File: src/design/undo_log_settings.svh
`ifndef UNDO_LOG_SETTINGS_SVH
`define UNDO_LOG_SETTINGS_SVH

// ~~~~~~~~~~~~~~~~~~~~~~~~~~~~~~~~~~~~~~~~~~~~~~~~~~~~~~~~~~~~~~~~~~~~~
// tile sizing
// ~~~~~~~~~~~~~~~~~~~~~~~~~~~~~~~~~~~~~~~~~~~~~~~~~~~~~~~~~~~~~~~~~~~~~

// cores that log speculative stores
`define UNDO_N_CORES 4

// commit-queue slots, as log2
`define UNDO_SLOTS_LOG2 3

// undo entries per slot, as log2
`define UNDO_ENTRIES_LOG2 2

// ~~~~~~~~~~~~~~~~~~~~~~~~~~~~~~~~~~~~~~~~~~~~~~~~~~~~~~~~~~~~~~~~~~~~~
// word widths
// ~~~~~~~~~~~~~~~~~~~~~~~~~~~~~~~~~~~~~~~~~~~~~~~~~~~~~~~~~~~~~~~~~~~~~

`define UNDO_ADDR_W 32
`define UNDO_DATA_W 32
`define UNDO_TAG_W 4

`endif

File: src/design/undo_log_pkg.sv
`include "undo_log_settings.svh"

package undo_log_pkg;

   // basic fields
   typedef logic [`UNDO_SLOTS_LOG2-1:0] cq_slot_t;
   typedef logic [`UNDO_ENTRIES_LOG2-1:0] undo_id_t;
   typedef logic [$clog2(`UNDO_N_CORES)-1:0] core_sel_t;
   typedef logic [`UNDO_ADDR_W-1:0] addr_t;
   typedef logic [`UNDO_DATA_W-1:0] data_t;
   typedef logic [`UNDO_TAG_W-1:0] restore_tag_t;

   // one logged store, old value included
   typedef struct packed {
      cq_slot_t slot;
      undo_id_t id;
      addr_t    addr;
      data_t    data;
   } undo_entry_t;

   // abort of one task
   typedef struct packed {
      cq_slot_t     slot;
      restore_tag_t tag;
   } restore_req_t;

   typedef struct packed {
      cq_slot_t     slot;
      restore_tag_t tag;
   } restore_done_t;

   // write-back to memory
   typedef struct packed {
      addr_t addr;
      data_t data;
   } mem_write_t;

endpackage

File: src/design/undo_capture.sv
`timescale 1ns/1ns
`include "undo_log_settings.svh"

module undo_capture (
   input  logic                                          clk,
   input  logic                                          rstn,
   input  logic [`UNDO_N_CORES-1:0]                      undo_valid,
   input  undo_log_pkg::undo_entry_t [`UNDO_N_CORES-1:0] undo_entry,
   output logic [`UNDO_N_CORES-1:0]                      undo_ready,
   output logic                                          log_wr_valid,
   output undo_log_pkg::undo_entry_t                     log_wr_entry
);
   import undo_log_pkg::*;

   core_sel_t sel;
   logic      any_valid;

   // ~~~~~~~~~~~~~~~~~~~~~~~~~~~~~~~~~~~~~~~~~~~~~~~~~~~~~~~~~~~~~~~~~~~~~
   // lowest index wins
   // ~~~~~~~~~~~~~~~~~~~~~~~~~~~~~~~~~~~~~~~~~~~~~~~~~~~~~~~~~~~~~~~~~~~~~

   always_comb begin
      sel = '0;
      any_valid = 1'b0;
      // scan down so the last hit is the lowest core
      for (int i = `UNDO_N_CORES - 1; i >= 0; i--) begin
         if (undo_valid[i]) begin
            sel = core_sel_t'(i);
            any_valid = 1'b1;
         end
      end
   end

   // never stalls, the winner always gets through
   always_comb begin
      undo_ready = '0;
      if (any_valid) begin
         undo_ready[sel] = 1'b1;
      end
   end

   // ~~~~~~~~~~~~~~~~~~~~~~~~~~~~~~~~~~~~~~~~~~~~~~~~~~~~~~~~~~~~~~~~~~~~~
   // pipeline stage toward the store
   // ~~~~~~~~~~~~~~~~~~~~~~~~~~~~~~~~~~~~~~~~~~~~~~~~~~~~~~~~~~~~~~~~~~~~~

   always_ff @(posedge clk) begin
      if (!rstn) begin
         log_wr_valid <= 1'b0;
      end else begin
         log_wr_valid <= any_valid;
      end
   end

   always_ff @(posedge clk) begin
      if (any_valid) begin
         log_wr_entry <= undo_entry[sel];
      end
   end

endmodule

File: src/design/undo_log_store.sv
`timescale 1ns/1ns
`include "undo_log_settings.svh"

module undo_log_store (
   input  logic                      clk,
   input  logic                      rstn,
   input  logic                      log_wr_valid,
   input  undo_log_pkg::undo_entry_t log_wr_entry,
   input  logic                      finish_valid,
   input  undo_log_pkg::cq_slot_t    finish_slot,
   input  logic                      finish_wrote,
   input  undo_log_pkg::cq_slot_t    rd_slot,
   input  undo_log_pkg::undo_id_t    rd_id,
   output undo_log_pkg::undo_entry_t rd_entry,
   output undo_log_pkg::undo_id_t    rd_last_id,
   output logic                      rd_written
);
   import undo_log_pkg::*;

   localparam int N_SLOTS = 1 << `UNDO_SLOTS_LOG2;
   localparam int DEPTH   = N_SLOTS << `UNDO_ENTRIES_LOG2;
   localparam int IDX_W   = `UNDO_SLOTS_LOG2 + `UNDO_ENTRIES_LOG2;

   addr_t              addr_mem [DEPTH];
   data_t              data_mem [DEPTH];
   undo_id_t           last_id  [N_SLOTS];
   logic [N_SLOTS-1:0] written;
   logic [IDX_W-1:0]   wr_idx;
   logic [IDX_W-1:0]   rd_idx;

   // slot in the upper bits, entry number below
   assign wr_idx = {log_wr_entry.slot, log_wr_entry.id};
   assign rd_idx = {rd_slot, rd_id};

   // ~~~~~~~~~~~~~~~~~~~~~~~~~~~~~~~~~~~~~~~~~~~~~~~~~~~~~~~~~~~~~~~~~~~~~
   // log write
   // ~~~~~~~~~~~~~~~~~~~~~~~~~~~~~~~~~~~~~~~~~~~~~~~~~~~~~~~~~~~~~~~~~~~~~

   always_ff @(posedge clk) begin
      if (log_wr_valid) begin
         addr_mem[wr_idx] <= log_wr_entry.addr;
         data_mem[wr_idx] <= log_wr_entry.data;
      end
   end

   // entries arrive in id order, so the newest one is the last
   always_ff @(posedge clk) begin
      if (log_wr_valid) begin
         last_id[log_wr_entry.slot] <= log_wr_entry.id;
      end
   end

   // task finish tells whether the slot logged anything
   always_ff @(posedge clk) begin
      if (!rstn) begin
         written <= '0;
      end else if (finish_valid) begin
         written[finish_slot] <= finish_wrote;
      end
   end

   // ~~~~~~~~~~~~~~~~~~~~~~~~~~~~~~~~~~~~~~~~~~~~~~~~~~~~~~~~~~~~~~~~~~~~~
   // read port for the restore engine
   // ~~~~~~~~~~~~~~~~~~~~~~~~~~~~~~~~~~~~~~~~~~~~~~~~~~~~~~~~~~~~~~~~~~~~~

   always_ff @(posedge clk) begin
      rd_entry.slot <= rd_slot;
      rd_entry.id   <= rd_id;
      rd_entry.addr <= addr_mem[rd_idx];
      rd_entry.data <= data_mem[rd_idx];
   end

   // slot state is needed in the same cycle as the request
   assign rd_last_id = last_id[rd_slot];
   assign rd_written = written[rd_slot];

endmodule

File: src/design/undo_restore.sv
`timescale 1ns/1ns

module undo_restore (
   input  logic                        clk,
   input  logic                        rstn,
   input  logic                        restore_req_valid,
   output logic                        restore_req_ready,
   input  undo_log_pkg::restore_req_t  restore_req,
   output undo_log_pkg::cq_slot_t      rd_slot,
   output undo_log_pkg::undo_id_t      rd_id,
   input  undo_log_pkg::undo_entry_t   rd_entry,
   input  undo_log_pkg::undo_id_t      rd_last_id,
   input  logic                        rd_written,
   output logic                        mem_wr_valid,
   input  logic                        mem_wr_ready,
   output undo_log_pkg::mem_write_t    mem_wr,
   input  logic                        mem_ack,
   output logic                        restore_done_valid,
   input  logic                        restore_done_ready,
   output undo_log_pkg::restore_done_t restore_done
);
   import undo_log_pkg::*;

   typedef enum logic [1:0] {
      ST_IDLE,
      ST_READ,
      ST_WRITE,
      ST_DONE
   } state_t;

   // one bit wider than an id, holds last_id + 1
   typedef logic [$bits(undo_id_t):0] ack_cnt_t;

   state_t       state;
   restore_req_t cur;
   undo_id_t     idx;
   undo_id_t     last_q;
   ack_cnt_t     ack_cnt;
   ack_cnt_t     ack_target;
   logic         req_fire;
   logic         wr_fire;
   logic         done_fire;

   assign restore_req_ready = (state == ST_IDLE);
   assign req_fire  = restore_req_valid & restore_req_ready;
   assign wr_fire   = mem_wr_valid & mem_wr_ready;
   assign done_fire = restore_done_valid & restore_done_ready;

   // idle points at the incoming slot so its written flag is seen at once
   assign rd_slot = (state == ST_IDLE) ? restore_req.slot : cur.slot;
   assign rd_id   = idx;

   // ~~~~~~~~~~~~~~~~~~~~~~~~~~~~~~~~~~~~~~~~~~~~~~~~~~~~~~~~~~~~~~~~~~~~~
   // restore FSM
   // ~~~~~~~~~~~~~~~~~~~~~~~~~~~~~~~~~~~~~~~~~~~~~~~~~~~~~~~~~~~~~~~~~~~~~

   always_ff @(posedge clk) begin
      if (!rstn) begin
         state <= ST_IDLE;
      end else begin
         case (state)
            ST_IDLE: begin
               if (req_fire) begin
                  state <= rd_written ? ST_READ : ST_DONE;
               end
            end
            ST_READ: begin
               state <= ST_WRITE;
            end
            ST_WRITE: begin
               if (mem_wr_ready) begin
                  state <= (idx == last_q) ? ST_DONE : ST_READ;
               end
            end
            ST_DONE: begin
               if (done_fire) begin
                  state <= ST_IDLE;
               end
            end
            default: state <= ST_IDLE;
         endcase
      end
   end

   // entry index, steps after each accepted write
   always_ff @(posedge clk) begin
      if (!rstn) begin
         idx <= '0;
      end else if (req_fire) begin
         idx <= '0;
      end else if (wr_fire && idx != last_q) begin
         idx <= idx + 1'b1;
      end
   end

   always_ff @(posedge clk) begin
      if (req_fire) begin
         cur    <= restore_req;
         last_q <= rd_last_id;
      end
   end

   // ~~~~~~~~~~~~~~~~~~~~~~~~~~~~~~~~~~~~~~~~~~~~~~~~~~~~~~~~~~~~~~~~~~~~~
   // acknowledge tracking
   // ~~~~~~~~~~~~~~~~~~~~~~~~~~~~~~~~~~~~~~~~~~~~~~~~~~~~~~~~~~~~~~~~~~~~~

   // unwritten slot expects no acks at all
   always_ff @(posedge clk) begin
      if (!rstn) begin
         ack_cnt    <= '0;
         ack_target <= '0;
      end else if (req_fire) begin
         ack_cnt    <= '0;
         ack_target <= rd_written ? {1'b0, rd_last_id} + 1'b1 : '0;
      end else if (mem_ack) begin
         ack_cnt <= ack_cnt + 1'b1;
      end
   end

   // write data comes straight from the store read register
   assign mem_wr_valid = (state == ST_WRITE);
   assign mem_wr.addr  = rd_entry.addr;
   assign mem_wr.data  = rd_entry.data;

   // done waits for the last ack
   assign restore_done_valid = (state == ST_DONE) && (ack_cnt == ack_target);
   assign restore_done.slot  = cur.slot;
   assign restore_done.tag   = cur.tag;

endmodule

File: src/design/undo_log_top.sv
`timescale 1ns/1ns
`include "undo_log_settings.svh"

module undo_log_top (
   input  logic                                          clk,
   input  logic                                          rstn,
   input  logic [`UNDO_N_CORES-1:0]                      undo_valid,
   input  undo_log_pkg::undo_entry_t [`UNDO_N_CORES-1:0] undo_entry,
   output logic [`UNDO_N_CORES-1:0]                      undo_ready,
   input  logic                                          finish_valid,
   input  undo_log_pkg::cq_slot_t                        finish_slot,
   input  logic                                          finish_wrote,
   input  logic                                          restore_req_valid,
   output logic                                          restore_req_ready,
   input  undo_log_pkg::restore_req_t                    restore_req,
   output logic                                          restore_done_valid,
   input  logic                                          restore_done_ready,
   output undo_log_pkg::restore_done_t                   restore_done,
   output logic                                          mem_wr_valid,
   input  logic                                          mem_wr_ready,
   output undo_log_pkg::mem_write_t                      mem_wr,
   input  logic                                          mem_ack
);
   import undo_log_pkg::*;

   // capture to store
   logic        log_wr_valid;
   undo_entry_t log_wr_entry;

   // store to restore engine
   cq_slot_t    rd_slot;
   undo_id_t    rd_id;
   undo_entry_t rd_entry;
   undo_id_t    rd_last_id;
   logic        rd_written;

   undo_capture u_capture (
      .clk, .rstn, .undo_valid, .undo_entry, .undo_ready, .log_wr_valid, .log_wr_entry
   );

   undo_log_store u_store (
      .clk, .rstn, .log_wr_valid, .log_wr_entry, .finish_valid, .finish_slot, .finish_wrote,
      .rd_slot, .rd_id, .rd_entry, .rd_last_id, .rd_written
   );

   undo_restore u_restore (
      .clk, .rstn, .restore_req_valid, .restore_req_ready, .restore_req,
      .rd_slot, .rd_id, .rd_entry, .rd_last_id, .rd_written,
      .mem_wr_valid, .mem_wr_ready, .mem_wr, .mem_ack,
      .restore_done_valid, .restore_done_ready, .restore_done
   );

endmodule

File: config.mk
export PLATFORM = sky130hd
export DESIGN_NAME = undo_log_top
export DESIGN_NICKNAME = d
export VERILOG_FILES = /design/src/design/undo_log_pkg.sv /design/src/design/undo_capture.sv /design/src/design/undo_log_store.sv /design/src/design/undo_restore.sv /design/src/design/undo_log_top.sv
export VERILOG_INCLUDE_DIRS = /design/src /design/src/design
export SDC_FILE = /design/constraint.sdc
export NUM_CORES = 2
export LEC_CHECK = 0
export BUFFER_PORTS_ARGS = -buffer_cell sky130_fd_sc_hd__buf_4
export CORE_UTILIZATION = 55
export DETAILED_ROUTE_END_ITERATION = 16
export GPL_ROUTABILITY_DRIVEN = 0
export PLACE_DENSITY = 0.8
export SETUP_SLACK_MARGIN = 0.02
export SLEW_MARGIN = 20
export SYNTH_ARGS = -nofsm -noshare
export SYNTH_HDL_FRONTEND = slang
export SYNTH_SLANG_ARGS = --single-unit
File: constraint.sdc
create_clock -name clk -period 4 [get_ports clk]
set_input_delay 0.4 -clock clk [delete_from_list [all_inputs] [get_ports clk]]
set_output_delay 0.4 -clock clk [all_outputs]
set_load 0.03 [all_outputs]
==> flow_summary_export.csv <==
group,metric,value,unit
routing,vias_per_cell,6.66,
routing,antenna_left,0,
critical_path,start_kind,"flip-flop",
grt,overflow,0,
critical_path,criticalPathCategory,"flip-flop to flip-flop",
floorplanning,die_x,395,microns
yosys,syn_nets,4626,
cts,post_cts_resized,0,
routing,wl_per_cell,31.8,microns
timing,clock_skew,0.0346,ns
critical_path,cp.required,4.65,ns
placement,dp_slack,1.06,ns
floorplanning,die_h,395,microns
routing,num_vias,47400,
finish,nets,5204,
timing,grt_setup_unrepaired,"no",
routing,first_pass_iters,9,
timing,finalCritPeriodShare,78.1,%
cts,clock_latency,0.82,ns
placement,io_buffers,375,
critical_path,worst_path_most_repeated_cell,"nand2_1",
hold_path,hp-class,"primary input to flip-flop",
yosys,synth_cell_types,42,
finish,nFillCells,9442,
critical_path,crit_chain,"nor2_4, mux2i_4, buf_4, nand2_1, nand3_1, nand2_1, o21ai_0",
power,powerDensity,532,nW/um^2
routing,drtIter0Drc,6882,
timing,slew_viol_final,0,
yosys,yosys_warnings,0,
timing,relSlewSlack,21.2,%
cts,clkTransAtPathRegs,0.06,ns
power,ir_worst_vdd,0.459,mV
critical_path,cp_max_fo,58,
yosys,synth_area_leaders,"edfxtp_1 (76%), mux4_2 (14%), nand2_1 (3.3%)",
grt,grt_max_degree,107,
critical_path,worst_path_dominant_cell_family,"simple AND/OR/NAND/NOR gates",
timing,clock.fmax,320,MHz
placement,hpwlAfterDp,112000,microns
floorplanning,start_util,55.7,%
timing,finalSetupViolCount,0,
routing,drc,0,
power,p_leak,31.7,nW
finish,final_cell_mix,"edfxtp_1 (2142), nand2_1 (737), mux4_2 (514)",
cts,cts_buffers,204,
yosys,netlist.area_leader.share,75.6,%
yosys,synthCells,4326,
yosys,ys_seq_area_share,77.6,%
yosys,avgSynthCellArea,19.7,sq um
power,finalPower,52.6,mW
cts,htreeDepth,4,
finish,mostFrequentLayoutCell,"edfxtp_1",
grt,track_usage,28.8,%
timing,min_period,3.12,ns
finish,postLayoutCoreUtil,64.7,%
finish,layout-drive-gt1-share,26.7,%
floorplanning,rows,143,
timing,setup_ws,0.876,ns
critical_path,critPathBufInv,1,
grt,grt_pass1_vias,47600,
yosys,ys.flop_type,"edfxtp_1",
cts,clock-sinks,2225,
grt,grt_pass1_wl,322000,microns
critical_path,worstPathArrival,3.78,ns
timing,tightest_slew,1.18,ns
floorplanning,core-area,153000,sq um
cts,cts-root-buf,"clkbuf_16",
timing,finalHoldViolations,0,
outcome,status,"finished, final reports clean",
critical_path,slowest_stage,"buf_4",
finish,synthToLayoutAreaGrowth,16.3,%
grt,antenna_found_initial,9,
routing,routed_wl,226000,microns
yosys,async_flop_share,0,%
cts,cts_buffer_depth,3,
yosys,synth_enable_flop_cells,2142,
critical_path,max_stage_delay,0.71,ns
critical_path,endpoint_kind,"flip-flop",
yosys,ys_ff_latch,2225,
floorplanning,top_level_ports,376,
yosys,synth_top_area_cell,"edfxtp_1",
floorplanning,fp.dieArea,156000,sq um
job,maxCapViolCount,0,
yosys,post_synth_instance_area,85100,sq um
cts,cts_tree,"yes",
per-layer routing:
metal  global-route usage [%]  routed length [microns]  up-vias
met1                     38.4                    77700    24200
met5                        0                       78        -
met3                     6.59                    29200      658
li1                         -                        -    18600
met2                     46.2                   109000     3917
met4                     12.1                    10100       10
where the power goes:
part / internal (mW) / switching [mW] / leakage [nW]
clock: 10.7 / 8.39 / 3.19
sequential: 27.0 / 1.09 / 19.5
combinational: 2.01 / 3.46 / 8.97
cell families after synthesis:
| group | after synthesis | synth area share (%) |
|---|---|---|
| fa+ha+maj | 2 | 0.0294 |
| flops | 2225 | 77.6 |
| mux | 534 | 13.9 |
| compound gates | 149 | 1.34 |
| xor+xnor | 7 | 0.0721 |
| simple gates | 1149 | 5.69 |
| buf+inv | 260 | 1.41 |
what timing repair did:
action,in CTS,in global routing
buffers inserted,0,0
hold buffers,121,0
endpoints found under the hold margin,76,0
per-stage QoR:
step / TNS [ns] / instance area (sq um) / hold slack, ns / instances
floorplan: -94.06 / 85100 / 0.453 / 4326
global placement: 0 / 91100 / 0.467 / 6603
detailed placement: 0 / 91200 / 0.479 / 6606
CTS: 0 / 98900 / 0.00140 / 7107
global route: 0 / 98900 / 0.0192 / 7109
finish: 0 / 98900 / 0.0360 / 7110
cell type report:
type                    instances  area, sq um  share of cell area [%]
diodes                          2         5.00                 0.00506
repair buffers                623         5640                    5.70
inverters                       9         33.8                  0.0342
clock buffers                 269         5570                    5.63
clock inverters               111          927                   0.938
flip-flops and latches       2225        66000                    66.7
well taps                    2030         2540                    2.57
multi-input cells            1841        18200                    18.4
registers in the layout, summed over array words and instances (netlist names):
register	cells
u_store.addr_mem	1024
u_store.data_mem	1024
u_capture.log_wr_entry	69
u_store.rd_entry	64
u_store.last_id	16
u_store.written	8
u_restore.restore_done	7
u_restore.ack_cnt	3
u_restore.ack_target	3
u_restore.last_q	2
u_restore.rd_id	2
u_restore.state	2
u_capture.log_wr_valid	1
cell usage after synthesis, types with 6 or more instances:
library cell / number
edfxtp_1: 2142
nand2_1: 737
mux4_2: 514
nand3_1: 327
clkbuf_1: 132
buf_2: 88
dfxtp_1: 83
a222oi_1: 69
o21ai_0: 66
nor2_1: 42
mux2i_1: 15
nor2b_1: 14
buf_1: 12
buf_6: 11
inv_1: 9
buf_4: 8
nand4_1: 6
xor2_1: 6
path summary, 6_finish.rpt:
check | start | endpoint | slack, ns | cells after the start
worst max-delay path | u_restore.state[0]$_SDFFE_PN0P_ | u_store.rd_entry[54]$_DFF_P_ | 0.88 | 7
worst min-delay path | undo_entry[170] | u_capture.log_wr_entry[32]$_DFFE_PP_ | 0.04 | 3
worst max register to register | u_restore.state[0]$_SDFFE_PN0P_ | u_store.rd_entry[54]$_DFF_P_ | 0.88 | 7
worst min register to register | u_restore.ack_target[0]$_SDFFE_PN0P_ | u_restore.ack_target[0]$_SDFFE_PN0P_ | 0.49 | 2
worst min-delay path, cell delays in order:
cell and delay [ns]:
buf_4 0.08, a222oi_1 0.06, nand2_1 0.16
(Power assumes the default switching activity.)
